===== config.mk =====
export PLATFORM = sky130hd
export DESIGN_NAME = xbus_timeout
export DESIGN_NICKNAME = d
export VERILOG_FILES = /design/src/source/xbus_pkg.sv /design/src/source/xbus_timeout.sv
export SDC_FILE = /design/constraint.sdc
export NUM_CORES = 1
export LEC_CHECK = 0
export ABC_AREA = 0
export BUFFER_PORTS_ARGS = -buffer_cell sky130_fd_sc_hd__buf_2
export CAP_MARGIN = 10
export CORE_AREA = 2 2 39 41
export CTS_BUF_LIST = sky130_fd_sc_hd__clkbuf_8
export DETAILED_ROUTE_END_ITERATION = 7
export DIE_AREA = 0 0 41 43
export PLACE_DENSITY = 0.42
export SLEW_MARGIN = 20
export SYNTH_ARGS = -nofsm -noshare
export SYNTH_HDL_FRONTEND = slang
export SYNTH_SLANG_ARGS = --single-unit

===== constraint.sdc =====
create_clock -name clk -period 2.24 [get_ports clk]
set_clock_uncertainty 0.05 [all_clocks]
set_input_delay 0.112 -clock clk [delete_from_list [all_inputs] [get_ports clk]]
set_output_delay 0.112 -clock clk [all_outputs]
set_load 0.05 [all_outputs]

===== src/source/xbus_pkg.sv =====
// ~~~~~~~~~~~~~~~~~~~~
// Xbus definitions: word types, request and response
// structs, the address map and the no-response timeout
// ~~~~~~~~~~~~~~~~~~~~
package xbus_pkg;

   localparam int ADDR_BITS = 22;  // Word address width
   localparam int WORD_BITS = 32;  // Data word width

   typedef logic [ADDR_BITS-1:0] xbus_addr_t;
   typedef logic [WORD_BITS-1:0] xbus_word_t;

   // Held stable by the master while req is high
   typedef struct packed {
      xbus_addr_t addr;
      xbus_word_t wdata;
      logic       write;  // High for a write, low for a read
   } xbus_req_t;

   typedef struct packed {
      logic       ack;    // Request is done
      logic       err;    // No responder decoded the request
      xbus_word_t rdata;  // Valid while ack is high
   } xbus_rsp_t;

   // Scratch memory at the bottom of the address space
   localparam xbus_addr_t RAM_BASE      = 22'o0;
   localparam int         RAM_WORDS     = 256;
   localparam int         RAM_ADDR_BITS = 8;

   // Unibus control block and the two windows it acknowledges only
   localparam xbus_addr_t UNIBUS_BASE        = 22'o17773000;
   localparam int         UNIBUS_WINDOW_BITS = 6;  // 64 words
   localparam xbus_addr_t OTHER_BASE_A       = 22'o17777700;
   localparam int         OTHER_A_BITS       = 6;  // 64 words
   localparam xbus_addr_t OTHER_BASE_B       = 22'o17740000;
   localparam int         OTHER_B_BITS       = 12; // 4096 words

   // Timed out addresses above these limits set a no-response status bit
   localparam xbus_addr_t UNIBUS_NXM_LIMIT = 22'o17400000;
   localparam xbus_addr_t XBUS_NXM_LIMIT   = 22'o17000000;

   // Undecoded request cycles before the watchdog answers
   localparam int TIMEOUT_CYCLES = 16;
   localparam int TIMEOUT_BITS   = $clog2(TIMEOUT_CYCLES + 1);

endpackage


===== src/source/xbus_timeout.sv =====
// ~~~~~~~~~~~~~~~~~~~~
// No-response watchdog. Counts request cycles that nothing
// decodes, then reports the timeout and completes the request
// ~~~~~~~~~~~~~~~~~~~~
`timescale 1ns/1ps

module xbus_timeout import xbus_pkg::*;
(
   input  logic clk,
   input  logic reset,
   input  logic req,
   input  logic any_decode,  // OR of all responder decodes
   output logic ack,
   output logic timeout
);

   logic [TIMEOUT_BITS-1:0] count;
   logic                    hit;
   logic                    expired;
   logic [1:0]              ack_sr;

   assign hit     = req && !any_decode && (count == TIMEOUT_BITS'(TIMEOUT_CYCLES - 1));
   assign expired = (count == TIMEOUT_BITS'(TIMEOUT_CYCLES));  // Count saturates here

   always_ff @(posedge clk)
   begin
      if (reset)
      begin
         count   <= '0;
         timeout <= 1'b0;
         ack_sr  <= '0;
      end
      else
      begin
         timeout <= hit;
         if (!req)
            count <= '0;
         else if (!any_decode && !expired)
            count <= count + 1'b1;
         ack_sr <= {ack_sr[0], req & expired};  // Held while req stays high
      end
   end

   assign ack = ack_sr[1];

   single_pulse: assert property (@(posedge clk) disable iff (reset)
      timeout |=> !timeout);

   // A decoded request is never answered by the watchdog
   no_ack_on_decode: assert property (@(posedge clk) disable iff (reset)
      $rose(ack) |-> !any_decode);

endmodule


## Yosys cells after proc, flatten, opt, wreduce, memory -nomap -nowiden

Cells that the tools add are included.

| storage, ports and cells | value |
|---|---|
| input port bits | 4 |
| register bits after elaboration | 8 |
| logic and storage cells | 14 |
| output and inout port bits | 2 |

| cells by class | value |
|---|---|
| $add $sub $neg | 1 |
| bitwise logic cells | 2 |
| reduce and logical (&&, ||, !) cells | 6 |
| equality and inequality tests | 2 |

Operators with widths:

| cell | number |
|---|---|
| 5-bit by 1-bit adder with 5-bit output (second input constant) | 1 |
| 5-bit by 4-bit equality test with 1-bit output (second input constant) | 1 |
| 5-bit equality test (second input constant) | 1 |
| 1-bit logical AND | 3 |
| 1-bit zero test | 2 |
| 2-bit OR reduction | 1 |
| 1-bit bitwise AND | 1 |
| 1-bit NOT | 1 |

## Longest topological paths before layout

Gate-level depths: netlist (run 1).

| logic depth | value |
|---|---|
| depth in word-level cells | 3 |
| mapped depth | 5 |
| depth with buffers taken out | 5 |

## Least setup slack after synthesis (run 1)

OpenSTA, ideal clock, no wires.

| path | value |
|---|---|
| path type | reg-to-reg |
| start | register count[0] |
| end | register count[2] |
| path buffers | 0 |
| data required time | 2120 ps |
| cell stages (with the launch flop) | 6 |
| setup time | 70 ps |
| arrival | 1227 ps |
| period minus slack after synthesis | 1347 ps |
| slack | 893 ps |
| cell sequence | dfxtp_1 inv_1 ha_1 nor4bb_4 or4_1 a21oi_1 |

| between the ends | value |
|---|---|
| longest elaborated chain between the ends | 3 |
| elaborated cells between the ends (all ways) | 4 |
| those cells by class | 1 x add/sub; 1 x eq/ne; 2 x reduce/logical |

RTL lines:

| item | line | text |
|---|---|---|
| start: declaration | xbus_timeout.sv:17 | `logic [TIMEOUT_BITS-1:0] count;` |
| start signal: assignment | xbus_timeout.sv:39 | `count <= count + 1'b1;` |
| branches (longest 3 deep; another with 5-bit by 1-bit adder with 5-bit output) | n/a |  |

Parallel ways; which one is timed is not known.
A chain may end at the register's enable or synchronous reset.

## Worst setup path after layout (run 1)

Same ends and word-level chain as after synthesis.

==> results_dict.tcl, run 1 <==
set metrics [dict create \
    slew_violations 0 \
    timing.final.crit_share_pct 64.1 \
    synth_seq_area_share_pct 43.5 \
    boundaryPins 6 \
    post-route-min-period_ns 1.43 \
    yosysUniqueCellTypes 19 \
    clock_latency_ns 0.23 \
    drt-initial-drc-count 1 \
    hold_start "reset" \
    p_leak_nw 0.182 \
    wl_per_cell_um 10.9 \
    post_cts_resized 0 \
    die_w_um 41 \
    finalHoldViolations 0 \
    ys_warn_count 0 \
    cts_sinks 8 \
    vias_per_cell 4.53 \
    critPathKind "flop to flop" \
    ir_drop_mv 0.409 \
    grt_pass1_wl_mm 1.06 \
    initial_core_util_pct 26.6 \
    rsz0062_at_grt "false" \
    overflow 0 \
    grt_pass1_vias 249 \
    maxCapViolations 0 \
    ys_seq_elements 8 \
    dieHeight_um 43 \
    rrSetupSlack_ns 0.81 \
    status "finished, final reports clean" \
    firstDrtPassIters 3 \
    syn2layout_area_growth_pct 23.5 \
    wl_um 653 \
    htree_levels 1 \
    crit_arrival_ns 1.54 \
    nFillCells 148 \
    antennaDiodeCount 0 \
    drc 0 \
    clockBufferDepth 2 \
    gp_congestion 0.674 \
    num_rows 14 \
    drive_gt1_share_pct 22.7 \
    avgSynthCellArea_um2 10.2 \
    startpoint "count[0]" \
    grt_usage_pct 10.4 \
    fin_hold_ws_ns 0.0153 \
    seq_area_um2 160 \
    fmax_ghz 0.697 \
    startpoint_type "flop" \
    relSlewSlack_pct 78.7 \
    postCtsSetupBuffers 0 \
    rr_startpoint "count[0]" \
    setup_violations 0 \
    vias 272 \
    tightest_slew_ns 0.318 \
    final_antenna_net_count 0 \
    powerDensity_nw_per_um2 744 \
    multi_input_area_um2 193 \
    critPathCaptureType "flop" \
    required_ns 2.35 \
    dpl.hpwl_um 488 \
    cts_tree "built" \
    crit_fanout 5 \
    cts-buffers-inserted 3 \
    layout.nets 53 \
    io_buffers 5 \
    hold_class "primary input to flop" \
    grt_max_degree 9 \
    fin_tns_setup_ns 0 \
    cts-root-buf "clkbuf_8" \
    hold_buffers 0 \
    synth_area_um2 368 \
    fp.coreArea_um2 1380 \
    antenna_found_initial 0 \
    clk_pin_slew_ns 0.04 \
    dieArea_um2 1760 \
    syn-num-nets 43 \
    synthCells 36 \
]
## area by class of cell
class | count | share of cell area [%]
sequential | 8 | 35.3
timing repair buffer | 5 | 5.51
multi-input combinational | 24 | 42.4
clock buffer | 3 | 9.09
tap | 16 | 4.41
inverter | 4 | 3.31
## kinds of logic after synthesis
family	after synthesis	synth area share [%]
and+or+nand+nor	14	27.6
buffers and inverters	4	4.08
AOI/OAI and AO/OA	5	9.52
xor gates and xnor gates	1	2.38
adders and majority gates	3	10.2
muxes	1	2.72
DFF	8	43.5
## Yosys cell counts, drive strengths merged
cell | instances | area (um^2)
nor4bb | 1 | 25.0
nor2 | 2 | 7.51
and3 | 1 | 6.26
inv | 4 | 15.0
o21ai | 2 | 10.0
dfxtp | 8 | 160
or3 | 1 | 6.26
mux2i | 1 | 10.0
xor2 | 1 | 8.76
ha | 3 | 37.5
a21oi | 2 | 10.0
nand2b | 1 | 6.26
a221oi | 1 | 15.0
nor2b | 2 | 12.5
nand2 | 2 | 7.51
and2 | 1 | 6.26
or4 | 1 | 7.51
nand4b | 1 | 8.76
nor3b | 1 | 7.51
## cell usage in the layout, fill, tap and decap left out
master,count
nand2_1,2
o21ai_0,2
and2_1,1
or3_1,1
ha_1,3
nor2b_1,2
and3_1,1
nand4b_1,1
nor3b_1,1
mux2i_1,1
a221oi_2,1
nor2_1,2
inv_1,4
nor4bb_4,1
clkbuf_8,3
xor2_1,1
buf_2,5
a21oi_1,2
or4_1,1
nand2b_1,1
dfxtp_1,8
## report_power, final
group          total (W)  leakage [nW]  switching [W]  internal (W)
clock           0.000172        0.0216      0.0000553      0.000116
combinational  0.0000192        0.0957     0.00000999    0.00000921
sequential      0.000147        0.0647     0.00000170      0.000145
total           0.000338         0.182      0.0000670      0.000271
## per-stage QoR
step	setup slack (ns)	std cells	power [W]	cell area (um^2)	utilization, %
2_1_floorplan	0.893	36	0.000162	368	-
3_3_place_gp	0.838	57	0.000169	413	29.8
3_5_place_dp	0.805	57	0.000169	413	29.8
4_1_cts	0.797	60	0.000341	454	32.8
5_1_grt	0.717	60	0.000354	454	32.8
6_report	0.805	60	0.000338	454	32.8
## final timing paths
| path | cells after the start | endpoint |
|---|---|---|
| min | 2 | ack_sr[1] |
| max reg2reg | 5 | count[2] |
| max | 5 | count[2] |
| min reg2reg | 1 | ack_sr[1] |
## flip-flops by register name, indices dropped and copies added (netlist names)
name and cells:
count 5, ack_sr 2, timeout 1
## critical path, cell delays in order (launching register included)
cell      delay [ns]
dfxtp_1         0.38
inv_1           0.06
ha_1            0.19
nor4bb_4        0.16
or4_1           0.40
a21oi_1         0.13
## metal layers
metal  vias up  track usage [%]  routed length (um)
li1        141                -                   -
met1       121             8.71                 272
met2         6             14.4                 307
met3         4             6.28                  36
met4         0             12.0                  36
met5         -                0                   0
No activity file was read; power rests on OpenSTA's default activity.
==> run 2, diff against run 1 <==
- clock period: 2.24 -> 1.5 ns (I/O delays scaled with it)
==> run 2 against run 1 <==
  * First-iteration DRC count did not move
  * Largest cell class unchanged
  * Die area did not move
  * Sequential share of layout area fell by 0.41 points
==> results_dict.tcl, run 2 (synthesis results as in run 1) <==
set metrics [dict create \
    finalHoldViolations 0 \
    layout_top_registers "count: 5 flops, ack_sr: 2 flops, timeout: 1 flops" \
    layout.nets 54 \
    wl_per_cell_um 10.9 \
    critPathKind "flop to flop" \
    p_seq_share_pct 43.5 \
    overflow 0 \
    hold_class "primary input to flop" \
    multi_input_area_um2 193 \
    layout_commonest_cell "dfxtp_1" \
    required_ns 1.60 \
    fmax_ghz 0.708 \
    cts-root-buf "clkbuf_8" \
    setup_violations 0 \
    place_area_um2 413 \
    wl_um 667 \
    ir_drop_mv 0.694 \
    seq_area_um2 163 \
    pwr-share-comb_pct 6.2 \
    rr_endpoint "count[2]" \
    hold_start "any_decode" \
    critPathTopFamily "simple AND/OR/NAND/NOR gates" \
    cp_num_buf_inv 1 \
    critPathCaptureType "flop" \
    initial_core_util_pct 26.6 \
    clk_pin_slew_ns 0.04 \
    tightest_slew_ns 0.315 \
    p_sw_share_pct 19.6 \
    fp.coreArea_um2 1380 \
    grt_usage_pct 10.4 \
    vias_per_cell 4.49 \
    rsz0062_at_grt "true" \
    p_sw_w 0.0000989 \
    stdcell_area_um2 467 \
    postCtsSetupBuffers 0 \
    cts_sinks 8 \
    syn2layout_area_growth_pct 26.9 \
    drt-initial-drc-count 1 \
    powerDensity_nw_per_um2 1080 \
    rr_startpoint "count[0]" \
    boundaryPins 6 \
    final_cells 61 \
    die_w_um 41 \
    cp_slowest_cell "or4_1" \
    clockBufferDepth 2 \
    largest_reg_flops 5 \
    relSlewSlack_pct 79.0 \
    dieHeight_um 43 \
    slew_violations 0 \
    whs_path_depth 2 \
    cts-buffers-inserted 3 \
    nFillCells 147 \
    dieArea_um2 1760 \
    io_buffers 5 \
    htree_levels 1 \
    crit_fanout 5 \
    dp.cells 57 \
    rrSetupSlack_ns 0.09 \
    firstDrtPassIters 2 \
    grt_pass1_wl_mm 1.10 \
    drive_gt1_share_pct 26.7 \
    final_antenna_net_count 0 \
    grt_pass1_vias 251 \
    p_leak_nw 0.187 \
    cts_tree "built" \
    drc 0 \
    largest-register "count" \
    timing.final.crit_share_pct 94.2 \
    status "finished, final reports clean" \
    clock_latency_ns 0.23 \
    antennaDiodeCount 0 \
    grt_max_degree 9 \
    maxCapViolations 0 \
    vias 274 \
    p_int_w 0.000406 \
    crit_path_cell_trace "inv_1, ha_1, nor4bb_4, or4_1, a21oi_1" \
    post-route-min-period_ns 1.41 \
    num_rows 14 \
    crit_arrival_ns 1.52 \
    rr_worst_depth 5 \
    holdPathEnd "timeout" \
    antenna_found_initial 0 \
    final_cell_mix "dfxtp_1, buf_2, inv_1" \
    critPathMaxStageDelay_ns 0.42 \
    clock_power_share_pct 50.2 \
    gp_congestion 0.663 \
    startpoint_type "flop" \
]
[run 2: cell count changes in the layout (fill, tap and decap cells not counted)]
cell,before,now
dfxtp_2,0,2
dlygate4sd3_1,0,1
dfxtp_1,8,6
[run 2: repair_timing]
item,in CTS,in global routing
endpoints found under the setup margin,0,1
gates resized for setup,0,2
hold buffers,1,0
hold endpoints to repair,1,0
[run 2: routing by layer]
layer	wire (um)	share of wire [%]	global-route usage, %	vias up
met2	324	49	15.0	5
li1	-	-	-	143
met5	0	0	0	-
met4	13	1.9	4.00	0
met1	298	45	10.3	124
met3	30	4.5	9.42	2
[run 2: worst max-delay path by stage]
stage / from / end / slack [ns] / depth (start not counted)
global placement: count[0] / count[2] / 0.11 / 5
finish: count[0] / count[2] / 0.09 / 5
global route: count[0] / count[2] / -0.007 / 5
CTS: count[0] / count[2] / 0.03 / 5
floorplan: count[0] / count[2] / 0.15 / 5
detailed placement: count[0] / count[2] / 0.04 / 5
[run 2: final cells by class]
type,count,area share (%)
inverter,4,3.22
timing repair buffer,6,7.51
tap,16,4.29
multi-input combinational,24,41.3
clock buffer,3,8.85
sequential,8,34.9
[run 2: metrics by stage]
stage	util (%)	TNS (ns)	power, W	hold WS [ns]	worst slack [ns]
2_1_floorplan	-	0	0.000241	0.0966	0.153
4_1_cts	33.5	0	0.000511	0.0784	0.0329
6_report	33.7	0	0.000505	0.0825	0.0868
3_3_place_gp	29.8	0	0.000252	0.206	0.106
5_1_grt	33.7	-0.00698	0.000537	0.0832	-0.00698
3_5_place_dp	29.8	0	0.000253	0.217	0.0396
[run 2: power groups by stage]
stage	logic, W	clock network, W	registers [W]
global route	0.0000358	0.000281	0.000220
floorplan	0.0000182	0	0.000223
CTS	0.0000317	0.000259	0.000220
detailed placement	0.0000296	0	0.000223
finish	0.0000315	0.000254	0.000220
global placement	0.0000288	0	0.000223
[run 2: worst register-to-register path, delay by kind of cell, from the launching register on]
family	cells	cell delay (ns)
simple gates	2	0.58
flops	1	0.35
compound gates	1	0.14
fa+ha+maj	1	0.18
buf+inv	1	0.05
==> run 3, diff against run 2 <==
- MAX_ROUTING_LAYER: not set -> met4
==> run 3 against run 2 <==
  * Flip-flop and latch count unchanged
  * Clock power is essentially flat
  * First-iteration DRC count unchanged
  * Via count did not move
  * Design area unchanged
  * Wire length is the same
  * Worst setup slack is essentially flat
  * Clock-buffer cell count unchanged
  * Critical path type unchanged
  * Critical endpoint unchanged
==> results_dict.tcl, run 3 (synthesis results as in run 1) <==
set metrics [dict create \
    maxCapViolations 0 \
    grt_pass1_vias 251 \
    crit_fanout 5 \
    whs_path_depth 2 \
    layout_top_registers "count: 5 flops, ack_sr: 2 flops, timeout: 1 flops" \
    drc 0 \
    die_w_um 41 \
    place_ws_ns 0.0396 \
    antennaDiodeCount 0 \
    wl_per_cell_um 10.9 \
    wl_um 667 \
    p_leak_nw 0.187 \
    timing.final.crit_share_pct 94.2 \
    rsz0062_at_grt "true" \
    critPathCaptureType "flop" \
    firstDrtPassIters 2 \
    antenna_found_initial 0 \
    fp.coreArea_um2 1380 \
    layout_commonest_cell "dfxtp_1" \
    relSlewSlack_pct 79.0 \
    final_antenna_net_count 0 \
    required_ns 1.60 \
    syn2layout_area_growth_pct 26.9 \
    vias_per_cell 4.49 \
    overflow 0 \
    ir_drop_mv 0.693 \
    setup_violations 0 \
    finalHoldViolations 0 \
    htree_levels 1 \
    largest-register "count" \
    hold_class "primary input to flop" \
    dieArea_um2 1760 \
    post-route-min-period_ns 1.41 \
    drive_gt1_share_pct 26.7 \
    status "finished, final reports clean" \
    clock_latency_ns 0.23 \
    io_buffers 5 \
    tightest_slew_ns 0.315 \
    final_cell_mix "dfxtp_1, buf_2, inv_1" \
    grt_pass1_wl_mm 1.10 \
    vias 274 \
    boundaryPins 6 \
    num_rows 14 \
    clk_pin_slew_ns 0.04 \
    cts_tree "built" \
    initial_core_util_pct 26.6 \
    stdcell_area_um2 467 \
    cts-root-buf "clkbuf_8" \
    utilization_pct 33.7 \
    startpoint_type "flop" \
    gp_congestion 0.669 \
    dieHeight_um 43 \
    grt_usage_pct 10.7 \
    layout.nets 54 \
    crit_arrival_ns 1.52 \
    cts-buffers-inserted 3 \
    slew_violations 0 \
    fin_hold_ws_ns 0.0825 \
    drt-initial-drc-count 1 \
    place_area_um2 413 \
    powerDensity_nw_per_um2 1080 \
    layout_setup_ws_ns 0.0870 \
    largest_reg_flops 5 \
    grt_max_degree 9 \
    critPathKind "flop to flop" \
    fmax_ghz 0.708 \
    cts_sinks 8 \
    rr_worst_depth 5 \
    clockBufferDepth 2 \
]
==> run 3: layout make-up <==
cell class | count | area, um^2
Sequential cell | 8 | 163
Fill cell | 147 | 917
Timing Repair Buffer | 6 | 35.0
Multi-Input combinational cell | 24 | 193
Inverter | 4 | 15.0
Tap cell | 16 | 20.0
Clock buffer | 3 | 41.3
==> run 3: critical path, stage by stage (launching register included) <==
cell and delay [ns]:
dfxtp_2 0.35, inv_1 0.05, ha_1 0.18, nor4bb_4 0.16, or4_1 0.42, a21oi_1 0.14
==> run 3: final timing paths <==
path                                  end  slack, ns        from
worst min-delay path              timeout       0.08  any_decode
worst min register to register  ack_sr[1]       0.39   ack_sr[0]
worst max-delay path             count[2]       0.09    count[0]
worst max register to register   count[2]       0.09    count[0]
==> run 3: what timing repair did <==
action                                 4_1_cts  5_1_grt
hold buffers                                 1        0
endpoints found under the hold margin        1        0
setup buffers                                0        0
resized for setup                            0        2
setup endpoints to repair                    0        1
==> run 3: through the flow <==
stage	cells	total power, W	setup TNS [ns]
3_5_place_dp	57	0.000253	0
5_1_grt	61	0.000537	-0.00698
6_report	61	0.000505	0
2_1_floorplan	36	0.000241	0
4_1_cts	61	0.000511	0
3_3_place_gp	57	0.000252	0
==> run 3: per-layer routing <==
metal  routed length [um]  vias up  global-route usage [%]
li1                     -      143                       -
met3                   30        2                    9.42
met5                    0        -                       -
met4                   13        0                    4.00
met1                  298      124                    10.3
met2                  324        5                    15.0
==> run 3: where the power goes <==
group | internal, W | switching (W) | leakage, nW
Combinational | 0.0000156 | 0.0000158 | 0.0999
Clock | 0.000173 | 0.0000801 | 0.0216
Sequential | 0.000217 | 0.00000270 | 0.0656
