## src/source/xbus_pkg.sv

```systemverilog
// ~~~~~~~~~~~~~~~~~~~~
// Xbus definitions: word types, request and response
// structs, the address map and the no-response timeout
// ~~~~~~~~~~~~~~~~~~~~
package xbus_pkg;

   localparam int ADDR_BITS = 22;  // Word address width
   localparam int WORD_BITS = 32;  // Data word width

   typedef logic [ADDR_BITS-1:0] xbus_addr_t;
   typedef logic [WORD_BITS-1:0] xbus_word_t;

   // Held stable by the master while req is high
   typedef struct packed {
      xbus_addr_t addr;
      xbus_word_t wdata;
      logic       write;  // High for a write, low for a read
   } xbus_req_t;

   typedef struct packed {
      logic       ack;    // Request is done
      logic       err;    // No responder decoded the request
      xbus_word_t rdata;  // Valid while ack is high
   } xbus_rsp_t;

   // Scratch memory at the bottom of the address space
   localparam xbus_addr_t RAM_BASE      = 22'o0;
   localparam int         RAM_WORDS     = 256;
   localparam int         RAM_ADDR_BITS = 8;

   // Unibus control block and the two windows it acknowledges only
   localparam xbus_addr_t UNIBUS_BASE        = 22'o17773000;
   localparam int         UNIBUS_WINDOW_BITS = 6;  // 64 words
   localparam xbus_addr_t OTHER_BASE_A       = 22'o17777700;
   localparam int         OTHER_A_BITS       = 6;  // 64 words
   localparam xbus_addr_t OTHER_BASE_B       = 22'o17740000;
   localparam int         OTHER_B_BITS       = 12; // 4096 words

   // Timed out addresses above these limits set a no-response status bit
   localparam xbus_addr_t UNIBUS_NXM_LIMIT = 22'o17400000;
   localparam xbus_addr_t XBUS_NXM_LIMIT   = 22'o17000000;

   // Undecoded request cycles before the watchdog answers
   localparam int TIMEOUT_CYCLES = 16;
   localparam int TIMEOUT_BITS   = $clog2(TIMEOUT_CYCLES + 1);

endpackage

```

## src/source/unibus_pkg.sv

```systemverilog
// ~~~~~~~~~~~~~~~~~~~~
// Unibus control block register offsets and the
// layouts of its interrupt and status registers
// ~~~~~~~~~~~~~~~~~~~~
package unibus_pkg;

   typedef logic [5:0] unibus_ofs_t;  // Word offset inside the 64-word window

   localparam unibus_ofs_t PROM_CTRL_OFS  = 6'o05;
   localparam unibus_ofs_t BUS_INTS_OFS   = 6'o20;
   localparam unibus_ofs_t BUS_STATUS_OFS = 6'o22;

   // Bit 5 and bit 2 set with bit 0 clear disables the boot PROM
   localparam logic [5:0] PROM_KEY_MASK    = 6'b100101;
   localparam logic [5:0] PROM_DISABLE_KEY = 6'b100100;

   localparam int INT_EN_BIT = 10;  // Interrupt enable in a bus_ints write

   typedef struct packed {
      logic [15:0] zero_hi;
      logic        unibus_int;  // Pending unibus interrupt
      logic        xbus_int;    // Pending xbus interrupt
      logic [2:0]  zero_mid;
      logic        int_en;
      logic [7:0]  vector;
      logic [1:0]  zero_lo;
   } bus_ints_t;

   typedef struct packed {
      logic [27:0] zero_hi;
      logic        unibus_nxm;  // A unibus address timed out
      logic [1:0]  zero_mid;
      logic        xbus_nxm;    // An xbus address timed out
   } bus_status_t;

endpackage

```

## src/source/xbus_unibus.sv

```systemverilog
// ~~~~~~~~~~~~~~~~~~~~
// Unibus control block. Decodes its window and the spy/mode
// windows, acknowledges two edges after decode and keeps the
// interrupt enable, no-response status and PROM disable
// ~~~~~~~~~~~~~~~~~~~~
`timescale 1ns/1ps

module xbus_unibus import xbus_pkg::*, unibus_pkg::*;
(
   input  logic       clk,
   input  logic       reset,
   input  logic       req,
   input  xbus_req_t  cmd,
   input  logic       timeout,      // One-cycle pulse from the watchdog
   output logic       decode,
   output logic       ack,
   output xbus_word_t rdata,
   output logic       promdisable
);

   logic        in_unibus;
   logic        in_other;
   logic        decode_unibus;
   logic        decode_other;
   logic        wr_unibus;
   unibus_ofs_t offset;
   logic [1:0]  ack_sr;
   logic        int_en;
   logic        unibus_nxm;
   logic        xbus_nxm;
   bus_ints_t   ints_word;
   bus_status_t status_word;
   xbus_word_t  read_word;
   xbus_word_t  rdata_q;

   assign in_unibus = (cmd.addr >> UNIBUS_WINDOW_BITS) == (UNIBUS_BASE >> UNIBUS_WINDOW_BITS);
   assign in_other  = ((cmd.addr >> OTHER_A_BITS) == (OTHER_BASE_A >> OTHER_A_BITS)) ||
                      ((cmd.addr >> OTHER_B_BITS) == (OTHER_BASE_B >> OTHER_B_BITS));

   assign decode_unibus = req & in_unibus;
   assign decode_other  = req & in_other;   // Acknowledged, reads return zero
   assign decode        = decode_unibus | decode_other;
   assign wr_unibus     = decode_unibus & cmd.write;
   assign offset        = cmd.addr[UNIBUS_WINDOW_BITS-1:0];

   always_ff @(posedge clk)
   begin
      if (reset)
         ack_sr <= '0;
      else
         ack_sr <= {ack_sr[0], decode};
   end

   assign ack = ack_sr[1];

   // Pending interrupt bits and the vector stay zero since nothing here raises an interrupt
   always_comb
   begin
      ints_word          = '0;
      ints_word.int_en   = int_en;
      status_word            = '0;
      status_word.unibus_nxm = unibus_nxm;
      status_word.xbus_nxm   = xbus_nxm;
   end

   always_comb
   begin
      read_word = '0;
      if (decode_unibus && !cmd.write)
      begin
         case (offset)
            BUS_INTS_OFS:   read_word = ints_word;
            BUS_STATUS_OFS: read_word = status_word;
            default:        read_word = '0;  // Unused offsets read zero
         endcase
      end
   end

   always_ff @(posedge clk)
   begin
      if (decode)
         rdata_q <= read_word;
   end

   assign rdata = ack ? rdata_q : '0;  // Zero outside ack so the top can OR

   always_ff @(posedge clk)
   begin
      if (reset)
      begin
         promdisable <= 1'b0;
         int_en      <= 1'b0;
      end
      else
      begin
         promdisable <= wr_unibus && (offset == PROM_CTRL_OFS) &&
                        ((cmd.wdata[5:0] & PROM_KEY_MASK) == PROM_DISABLE_KEY);
         if (wr_unibus && (offset == BUS_INTS_OFS))
         begin
            int_en <= cmd.wdata[INT_EN_BIT];  // Set or clear from the written bit
         end
      end
   end

   // A timeout takes priority over a status clear in the same cycle
   always_ff @(posedge clk)
   begin
      if (reset)
      begin
         unibus_nxm <= 1'b0;
         xbus_nxm   <= 1'b0;
      end
      else if (timeout)
      begin
         if (cmd.addr > UNIBUS_NXM_LIMIT)
            unibus_nxm <= 1'b1;
         else if (cmd.addr > XBUS_NXM_LIMIT)
            xbus_nxm <= 1'b1;
      end
      else if (wr_unibus && (offset == BUS_STATUS_OFS))
      begin
         unibus_nxm <= 1'b0;
         xbus_nxm   <= 1'b0;
      end
   end

   // The acknowledge needs a decode held over both stages
   ack_follows_decode: assert property (@(posedge clk) disable iff (reset)
      $rose(ack) |-> $past(decode, 2) && $past(decode));

endmodule

```

## config.mk

```make
export PLATFORM = sky130hd
export DESIGN_NAME = xbus_unibus
export DESIGN_NICKNAME = d
export VERILOG_FILES = /design/src/source/xbus_pkg.sv /design/src/source/unibus_pkg.sv /design/src/source/xbus_unibus.sv
export SDC_FILE = /design/constraint.sdc
export NUM_CORES = 1
export LEC_CHECK = 0
export ABC_AREA = 1
export BUFFER_PORTS_ARGS = -buffer_cell sky130_fd_sc_hd__buf_2
export CAP_MARGIN = 30
export CORE_MARGIN = 2
export CORE_UTILIZATION = 37
export DETAILED_ROUTE_END_ITERATION = 10
export PLACE_DENSITY = 0.86
export SLEW_MARGIN = 20
export SYNTH_ARGS = -nofsm -noshare
export SYNTH_HDL_FRONTEND = slang
export SYNTH_SLANG_ARGS = --single-unit
```

## constraint.sdc

```tcl
create_clock -name clk -period 2.1 [get_ports clk]
set_input_delay 0.315 -clock clk [delete_from_list [all_inputs] [get_ports clk]]
set_output_delay 0.315 -clock clk [all_outputs]
set_load 0.005 [all_outputs]
```

## Word level (Yosys, flattened, before mapping)

Index checks and enable logic that the tools add are counted.

- $lt $le $gt $ge: 2
- Eq/ne operators: 10
- Multiplexer cells: 8
- Bitwise operators: 4
- Reductions and logical operators: 10

Operators by type and width:

| cell | count |
|---|---|
| $gt 22x22->1 const B | 2 |
| $eq 16x16->1 const B | 2 |
| $mux 32 | 1 |
| $pmux 11 s2 | 1 |
| $eq 6x5->1 const B | 2 |
| $eq 10x10->1 const B | 1 |
| $eq 6x3->1 const B | 1 |
| $mux 1 | 6 |
| $logic_and 1x1->1 | 5 |
| $ne 2x1->1 const B | 2 |
| $and 1x1->1 | 3 |
| $eq 3x3->1 const B | 1 |
| $reduce_and 3->1 | 1 |
| $ne 2x2->1 const B | 1 |
| $reduce_and 2->1 | 1 |
| $reduce_bool 2->1 | 1 |
| $logic_not 1->1 | 1 |
| $logic_or 1x1->1 | 1 |
| $or 1x1->1 | 1 |

- Register bits: 38
- Input port bits: 59
- Word-level logic and storage cells: 40
- Output and inout port bits: 35

## Logic depth before layout (Yosys ltp)

Gate-level depths: netlist of the first run.

- Depth after elaboration: 6
- Mapped depth: 9
- Gate-level depth less buffers: 9

## Worst setup path after synthesis of the first run

OpenSTA, ideal clock, no wires.

- Path type: in2out
- From: input cmd[54] in the netlist's numbering
- To: output decode
- Data arrival time: 0.934 ns
- Buffers on the path: 0
- Cell stages on the path: 6
- Slack: 0.851 ns
- Data required time: 1.785 ns
- Cells stage by stage: nand2_1 nor2_1 inv_2 nor2_4 o21ai_0 nand2_1

- Cells in the longest elaborated chain, start to end: 4
- Elaborated cells between the ends (all ways): 7
- Those cells by class: 3 x eq/ne; 3 x bitwise; 1 x reduce/logical

Ends and longest elaborated chain:

| item | RTL line | text |
|---|---|---|
| from (decl) | xbus_unibus.sv:13 | `input xbus_req_t cmd,` |
| $eq 16x16->1 / $eq 10x10->1 (equally long branches) | xbus_unibus.sv:37, xbus_unibus.sv:38 |  |
| $logic_or 1x1->1 | xbus_unibus.sv:37 | `assign in_other = ((cmd.addr >> OTHER_A_BITS) == (OTHER_BASE_A >> OTHER_A_BITS)) \|\|` |
| $and 1x1->1 | xbus_unibus.sv:41 | `assign decode_other = req & in_other;` |
| $or 1x1->1 * | xbus_unibus.sv:42 | `assign decode = decode_unibus \| decode_other;` |
| to (decl) | xbus_unibus.sv:15 | `output logic decode,` |

Every way passes the cells marked *; elsewhere a longest branch is shown, timed or not.

## Worst setup path after layout of the first run

Ends and elaborated chain as after synthesis.

==> run_results.csv, run 1 <==
group,metric,value,unit
die,dieWidth,52.1,um
clock_network,cts_buffer_depth,2,
sta,fin_crit,1.55,ns
place,post-dp-hpwl,1300,um
global_routing,grt.total_usage,12.2,%
logic_synthesis,ys_types,18,
die,coreArea,2190,um^2
setup_path,required,1.78,ns
sta,setup_tns,0,ns
power,p_leak,0.000579,uW
sta,drv_slew,0,
clock_network,cts_made_buffers,3,
global_routing,grt_pass1_wl,2460,um
die,ios,94,
place,io_buffers,36,
layout,layout-drive-gt1-share,26.0,%
power,power_density,391,nW/um^2
die,die_area,2710,um^2
route,vias_per_cell,3.96,
global_routing,grt_max_degree,6,
clock_network,insertion_delay,0.26,ns
layout,finalNetCount,237,
clock_network,cts_sinks,9,
clock_network,root_buffer,"clkbuf_4",
job,drv_cap,0,
route,num_vias,812,
logic_synthesis,ys_seq_elements,9,
route,ant_nets,0,
logic_synthesis,synth.area.mux_share,0,%
setup_path,start_kind,"primary input",
sta,fmax,646,MHz
route,first_iter_violations,16,
logic_synthesis,ys_seq_area_share,24.6,%
clock_network,cts_tree,"built",
worst_hold_path,worstHoldPathType,"primary input to register",
layout,insertedDiodeCount,0,
setup_path,cp_top_family,"simple AND/OR/NAND/NOR gates",
logic_synthesis,syn_area,856,um^2
setup_path,path_cells,"buf_2, nand2_1, nor2_1, inv_2, nor2_4, o21ai_0, nand2_1, buf_2",
route,wirelength,1450,um
die,initial_utilization,39.1,%
setup_path,slowest_stage,"nor2_1",
place,gp_congestion,0.869,
clock_network,ctsHtreeMaxLevel,1,
sta,final_hold_viol_count,0,
logic_synthesis,synth_compound_area_share,1.17,%
sta,rsz0062_at_grt,"false",
die,die_y,52.1,um
power,ir_drop,0.169,mV
status,status,"finished clean",
layout,syn_to_final_growth,15.1,%
place,post-place-ws,0.545,ns
layout,instances_no_fill,205,
logic_synthesis,synthSimpleGateAreaFrac,37.4,%
setup_path,crit_buf_inv,3,
sta,setup_ws,0.551,ns
global_routing,grt_pass1_vias,659,
clock_network,postCtsResizedCells,0,
route,drc,0,
place,dp_cells,201,
setup_path,critPathCaptureType,"output port",
logic_synthesis,yosys_warnings,0,
logic_synthesis,synthXorXnorAreaFrac,0,%
layout,fill_cells,258,
global_routing,antenna_found_initial,0,
clock_network,cts_hold_buf,0,
logic_synthesis,syn_inst,138,
logic_synthesis,synth_top_family_by_area,"simple AND/OR/NAND/NOR gates",
die,row_count,17,
global_routing,overflow,0,
setup_path,crit_fanout,4,
clock_network,cts_setup_buffers,0,
route,firstDrtPassIters,4,
logic_synthesis,synthAdderAreaFrac,0,%
logic_synthesis,avgSynthCellArea,6.20,um^2
setup_path,cpPeakStageDelay,0.16,ns
route,wire_per_inst,7.09,um
sta,finalSetupViolCount,0,
setup_path,crit_type,"primary input to output port",
setup_path,cp_data_arrival_time,1.23,ns
sta,fin_crit_sh,73.8,%
clock_network,path_clk_slew,0.06,ns
sta,finClkSkew,0.000219,ns
flip-flops by register name (all words and copies together) (netlist names):
name	flops
ack_sr	2
int_en	1
promdisable	1
rdata_q	3
unibus_nxm	1
xbus_nxm	1
power by group:
| part | internal, uW | leakage, uW | switching (uW) |
|---|---|---|---|
| sequential | 179 | 0.0000737 | 0.198 |
| combinational | 28.8 | 0.000490 | 43.1 |
| clock | 73.2 | 0.0000150 | 60.5 |
cell type report:
class	count	area, um^2	share of cell area, %
inverters	25	93.8	9.53
clock buffers	4	26.3	2.67
repair buffers	36	180	18.3
multi-input cells	103	439	44.6
flip-flops and latches	9	210	21.3
well taps	28	35.0	3.56
cell families after synthesis:
logic type	Yosys count
flops	9
simple gates	72
other cells	1
buf+inv	54
compound gates	2
stage by stage:
stage               util (%)  area, um^2  power, uW  hold WS (ns)
floorplan                  -         961        256         0.384
detailed placement      43.7         958        254         0.399
CTS                     44.9         985        389         0.260
finish                  44.9         985        385         0.261
global route            44.9         985        413         0.263
global placement        43.7         958        253         0.391
layout by cell type, fill, tap and decap left out, drive strengths merged:
| master | n |
|---|---|
| nand2 | 26 |
| inv | 25 |
| or2 | 1 |
| buf | 36 |
| nor3 | 3 |
| dfxtp | 6 |
| a21oi | 1 |
| nand3 | 9 |
| conb | 29 |
| o21ai | 1 |
| nand4 | 4 |
| nor4 | 1 |
| edfxtp | 3 |
| nor2 | 28 |
| clkbuf | 4 |
worst paths after layout:
check                              from                       end  slack [ns]  cells past startpoint
setup / recovery                cmd[54]                    decode        0.55                      8
hold / removal                    reset      ack_sr[1]$_SDFF_PP0_        0.26                      2
setup reg to reg  xbus_nxm$_SDFFE_PP0P_  rdata_q[0]$_SDFFCE_PN0P_        1.40                      2
hold reg to reg    ack_sr[0]$_SDFF_PP0_      ack_sr[1]$_SDFF_PP0_        0.40                      2
worst register-to-register path, cell delays in order (launching register included):
cell and delay (ns):
dfxtp_1 0.33, inv_1 0.04, nor3_1 0.17
metal layers:
metal / GRT usage (%) / wire (um)
met4: 7.89 / 28
met2: 21.9 / 735
met3: 1.72 / 124
met1: 13.2 / 565
met5: 0 / 0
cells in the mapped netlist (all sizes together):
library cell   n  area share (%)
a21oi          1            0.58
buf           29              25
conb           1            0.44
dfxtp          6              14
edfxtp         3              11
inv           25              11
nand2         26              12
nand3          9             5.3
nand4          4             2.9
nor2          28              14
nor3           3             1.8
nor4           1            0.73
o21ai          1            0.58
or2            1             1.0
No activity file was read; power rests on OpenSTA's default activity.
==> run 2: changes to the inputs <==
--- a/config.mk
+++ b/config.mk
@@ -5,13 +5,13 @@
 export SDC_FILE = /design/constraint.sdc
 export NUM_CORES = 1
 export LEC_CHECK = 0
-export ABC_AREA = 1
+export ABC_AREA = 0
 export BUFFER_PORTS_ARGS = -buffer_cell sky130_fd_sc_hd__buf_2
 export CAP_MARGIN = 30
 export CORE_MARGIN = 2
-export CORE_UTILIZATION = 37
+export CORE_UTILIZATION = 33
 export DETAILED_ROUTE_END_ITERATION = 10
-export PLACE_DENSITY = 0.86
+export PLACE_DENSITY = 0.8
 export SLEW_MARGIN = 20
 export SYNTH_ARGS = -nofsm -noshare
 export SYNTH_HDL_FRONTEND = slang
==> constraint.sdc (replaced) <==
create_clock -name clk -period 1.6 [get_ports clk]
set_input_delay 0.24 -clock clk [delete_from_list [all_inputs] [get_ports clk]]
set_output_delay 0.24 -clock clk [all_outputs]
set_load 0.005 [all_outputs]
==> run 2 against run 1 <==
  * Routed wire length rose by 15%
  * Cell area fell by 1.7%
  * Clock-buffer cell count did not move
  * Via count fell by 9.9%
  * Core utilization fell by 1.6 points
  * Sequential cell count did not move
  * First-iteration DRC count fell by 44%
  * Largest cell class unchanged
==> run_results.csv, run 2 <==
group,metric,value,unit
status,status,"finished clean",
clock_network,cts_buffer_depth,2,
logic_synthesis,async_flop_share,0,%
setup_path,rr_worst_depth,1,
clock_network,path_clk_slew,0.06,ns
logic_synthesis,synth_area_leaders,"buf_4 28%, dfxtp_1 15%, edfxtp_1 11%",
sta,fin_crit,1.48,ns
layout,final_cell_mix,"36 x buf_2, 29 x conb_1, 6 x dfxtp_1, 6 x buf_4",
die,die_area,2800,um^2
sta,finClkSkew,0.000253,ns
route,first_iter_violations,9,
setup_path,r2r_start,"unibus_nxm$_SDFFE_PP0P_",
sta,finalSetupViolCount,0,
logic_synthesis,synth-edff-count,3,
logic_synthesis,syn_area,788,um^2
setup_path,critPathCaptureType,"output port",
sta,drv_slew,0,
worst_hold_path,hold_start,"reset",
setup_path,path_cells,"buf_2, nor4_4, nand2b_4, a21oi_2, nor3_1, buf_4, buf_2",
logic_synthesis,synth_area_leader_cell,"buf_4",
setup_path,crit_fanout,2,
layout,fill_cells,238,
die,die_y,52.9,um
global_routing,antenna_found_initial,0,
logic_synthesis,yosysTopAreaCellShare,27.6,%
logic_synthesis,avgSynthCellArea,8.76,um^2
setup_path,rrSetupSlack,0.91,ns
layout,largest_reg_flops,3,
setup_path,slowest_stage,"nor4_4",
setup_path,crit_type,"primary input to output port",
global_routing,overflow,0,
logic_synthesis,synth_commonest_cells,"29 x buf_4, 6 x dfxtp_1",
logic_synthesis,yosys_warnings,0,
logic_synthesis,ys_seq_elements,9,
clock_network,cts_sinks,9,
die,dieWidth,52.9,um
sta,fin_crit_sh,92.2,%
clock_network,cts_tree,"built",
route,routed.top_layer,"met4",
job,drv_cap,0,
sta,fmax,678,MHz
place,io_buffers,36,
place,dp_cells,154,
clock_network,cts_made_buffers,3,
power,p_leak,0.000473,uW
worst_hold_path,worstHoldPathType,"primary input to register",
route,met3_length,166,um
sta,setup_tns,0,ns
place,gp_congestion,0.824,
route,drc,0,
route,vias_per_cell,4.52,
die,initial_utilization,35.3,%
logic_synthesis,ys_types,31,
worst_hold_path,hold_depth,2,
layout,instances_no_fill,162,
layout,final_common_cell,"buf_2",
global_routing,grt_max_degree,7,
layout,syn_to_final_growth,22.9,%
die,row_count,17,
die,coreArea,2230,um^2
layout,layout-drive-gt1-share,38.8,%
logic_synthesis,post-synth-top-count-cell,"buf_4",
layout,top_register,"rdata_q",
clock_network,insertion_delay,0.27,ns
logic_synthesis,synth-main-ff-cell,"dfxtp_1",
route,ant_nets,0,
clock_network,root_buffer,"clkbuf_4",
setup_path,required,1.36,ns
route,num_vias,732,
sta,rsz0062_at_grt,"false",
worst_hold_path,min_to,"ack_sr[1]$_SDFF_PP0_",
route,wl_met2,939,um
setup_path,cp_data_arrival_time,1.24,ns
layout,finalNetCount,194,
logic_synthesis,ys_seq_area_share,26.7,%
route,met1_length,548,um
power,ir_drop,0.305,mV
setup_path,path_common_cell,"buf_2",
layout,insertedDiodeCount,0,
global_routing,grt.total_usage,12.6,%
route,firstDrtPassIters,4,
place,post-dp-hpwl,1470,um
clock_network,cts_hold_buf,0,
global_routing,grt_pass1_vias,625,
layout,reg_top3,"rdata_q (3), ack_sr (2)",
route,wirelength,1680,um
power,power_density,532,nW/um^2
die,ios,94,
logic_synthesis,syn_inst,90,
setup_path,rr_endpoint,"rdata_q[3]$_SDFFCE_PN0P_",
setup_path,start_kind,"primary input",
route,wire_per_inst,10.3,um
global_routing,grt_pass1_wl,2600,um
clock_network,ctsHtreeMaxLevel,1,
sta,final_hold_viol_count,0,
setup_path,cpPeakStageDelay,0.27,ns
[run 2: critical path: cells and delay by family]
kind	cells	cell delay, ns
and+or+nand+nor	3	0.58
buffers and inverters	3	0.36
AOI/OAI and AO/OA	1	0.06
[run 2: logic make-up after synthesis]
| group | Yosys count | synth area share (%) |
|---|---|---|
| AO/OA/AOI/OAI | 9 | 8.57 |
| buffers and inverters | 34 | 30.2 |
| flip-flops | 9 | 26.7 |
| multiplexers | 1 | 1.43 |
| other | 1 | 0.476 |
| AND/OR/NAND/NOR | 36 | 32.7 |
[run 2: how the worst max path moves through the flow]
stage / end / cells after the start / slack [ns] / from
floorplan: rdata_q[0]$_SDFFCE_PN0P_ / 4 / 0.05 / cmd[39]
global placement: decode / 7 / 0.06 / cmd[39]
detailed placement: decode / 7 / 0.05 / cmd[39]
CTS: decode / 7 / 0.05 / cmd[39]
global route: decode / 7 / 0.04 / cmd[44]
finish: decode / 7 / 0.12 / cmd[44]
[run 2: through the flow]
step	setup WS, ns	total power (uW)	instance area [um^2]	hold WS (ns)	utilization, %
floorplan	0.0465	330	893	0.312	-
global placement	0.0556	332	901	0.422	40.3
detailed placement	0.0537	335	901	0.441	40.3
CTS	0.0450	515	927	0.180	41.5
global route	0.0375	548	968	0.182	43.4
finish	0.125	515	968	0.186	43.4
[run 2: per-layer routing]
metal  global-route usage, %  up-vias
met4                    5.13        0
met1                    11.8      337
li1                        -      358
met3                    4.24        2
met5                       0        -
met2                    24.6       35
[run 2: timing repair]
item | in CTS | in global routing
setup endpoints to repair | 0 | 1
buffers inserted | 0 | 4
gates resized for setup | 0 | 2
[run 2: area by class of cell]
cell class                 count  area [um^2]  share of cell area, %
tap                           28         35.0                   3.62
sequential                     9          210                   21.7
clock buffer                   4         26.3                   2.71
timing repair buffer          42          225                   23.3
multi-input combinational     75          457                   47.2
inverter                       4         15.0                   1.55
[run 2: where the power goes]
group          switching [uW]  internal [uW]  total [uW]  leakage [uW]
Sequential              0.475            235         236     0.0000691
Clock                    83.5           96.4         180     0.0000150
Combinational            57.8           41.5        99.3      0.000389
Total                     142            373         515      0.000473
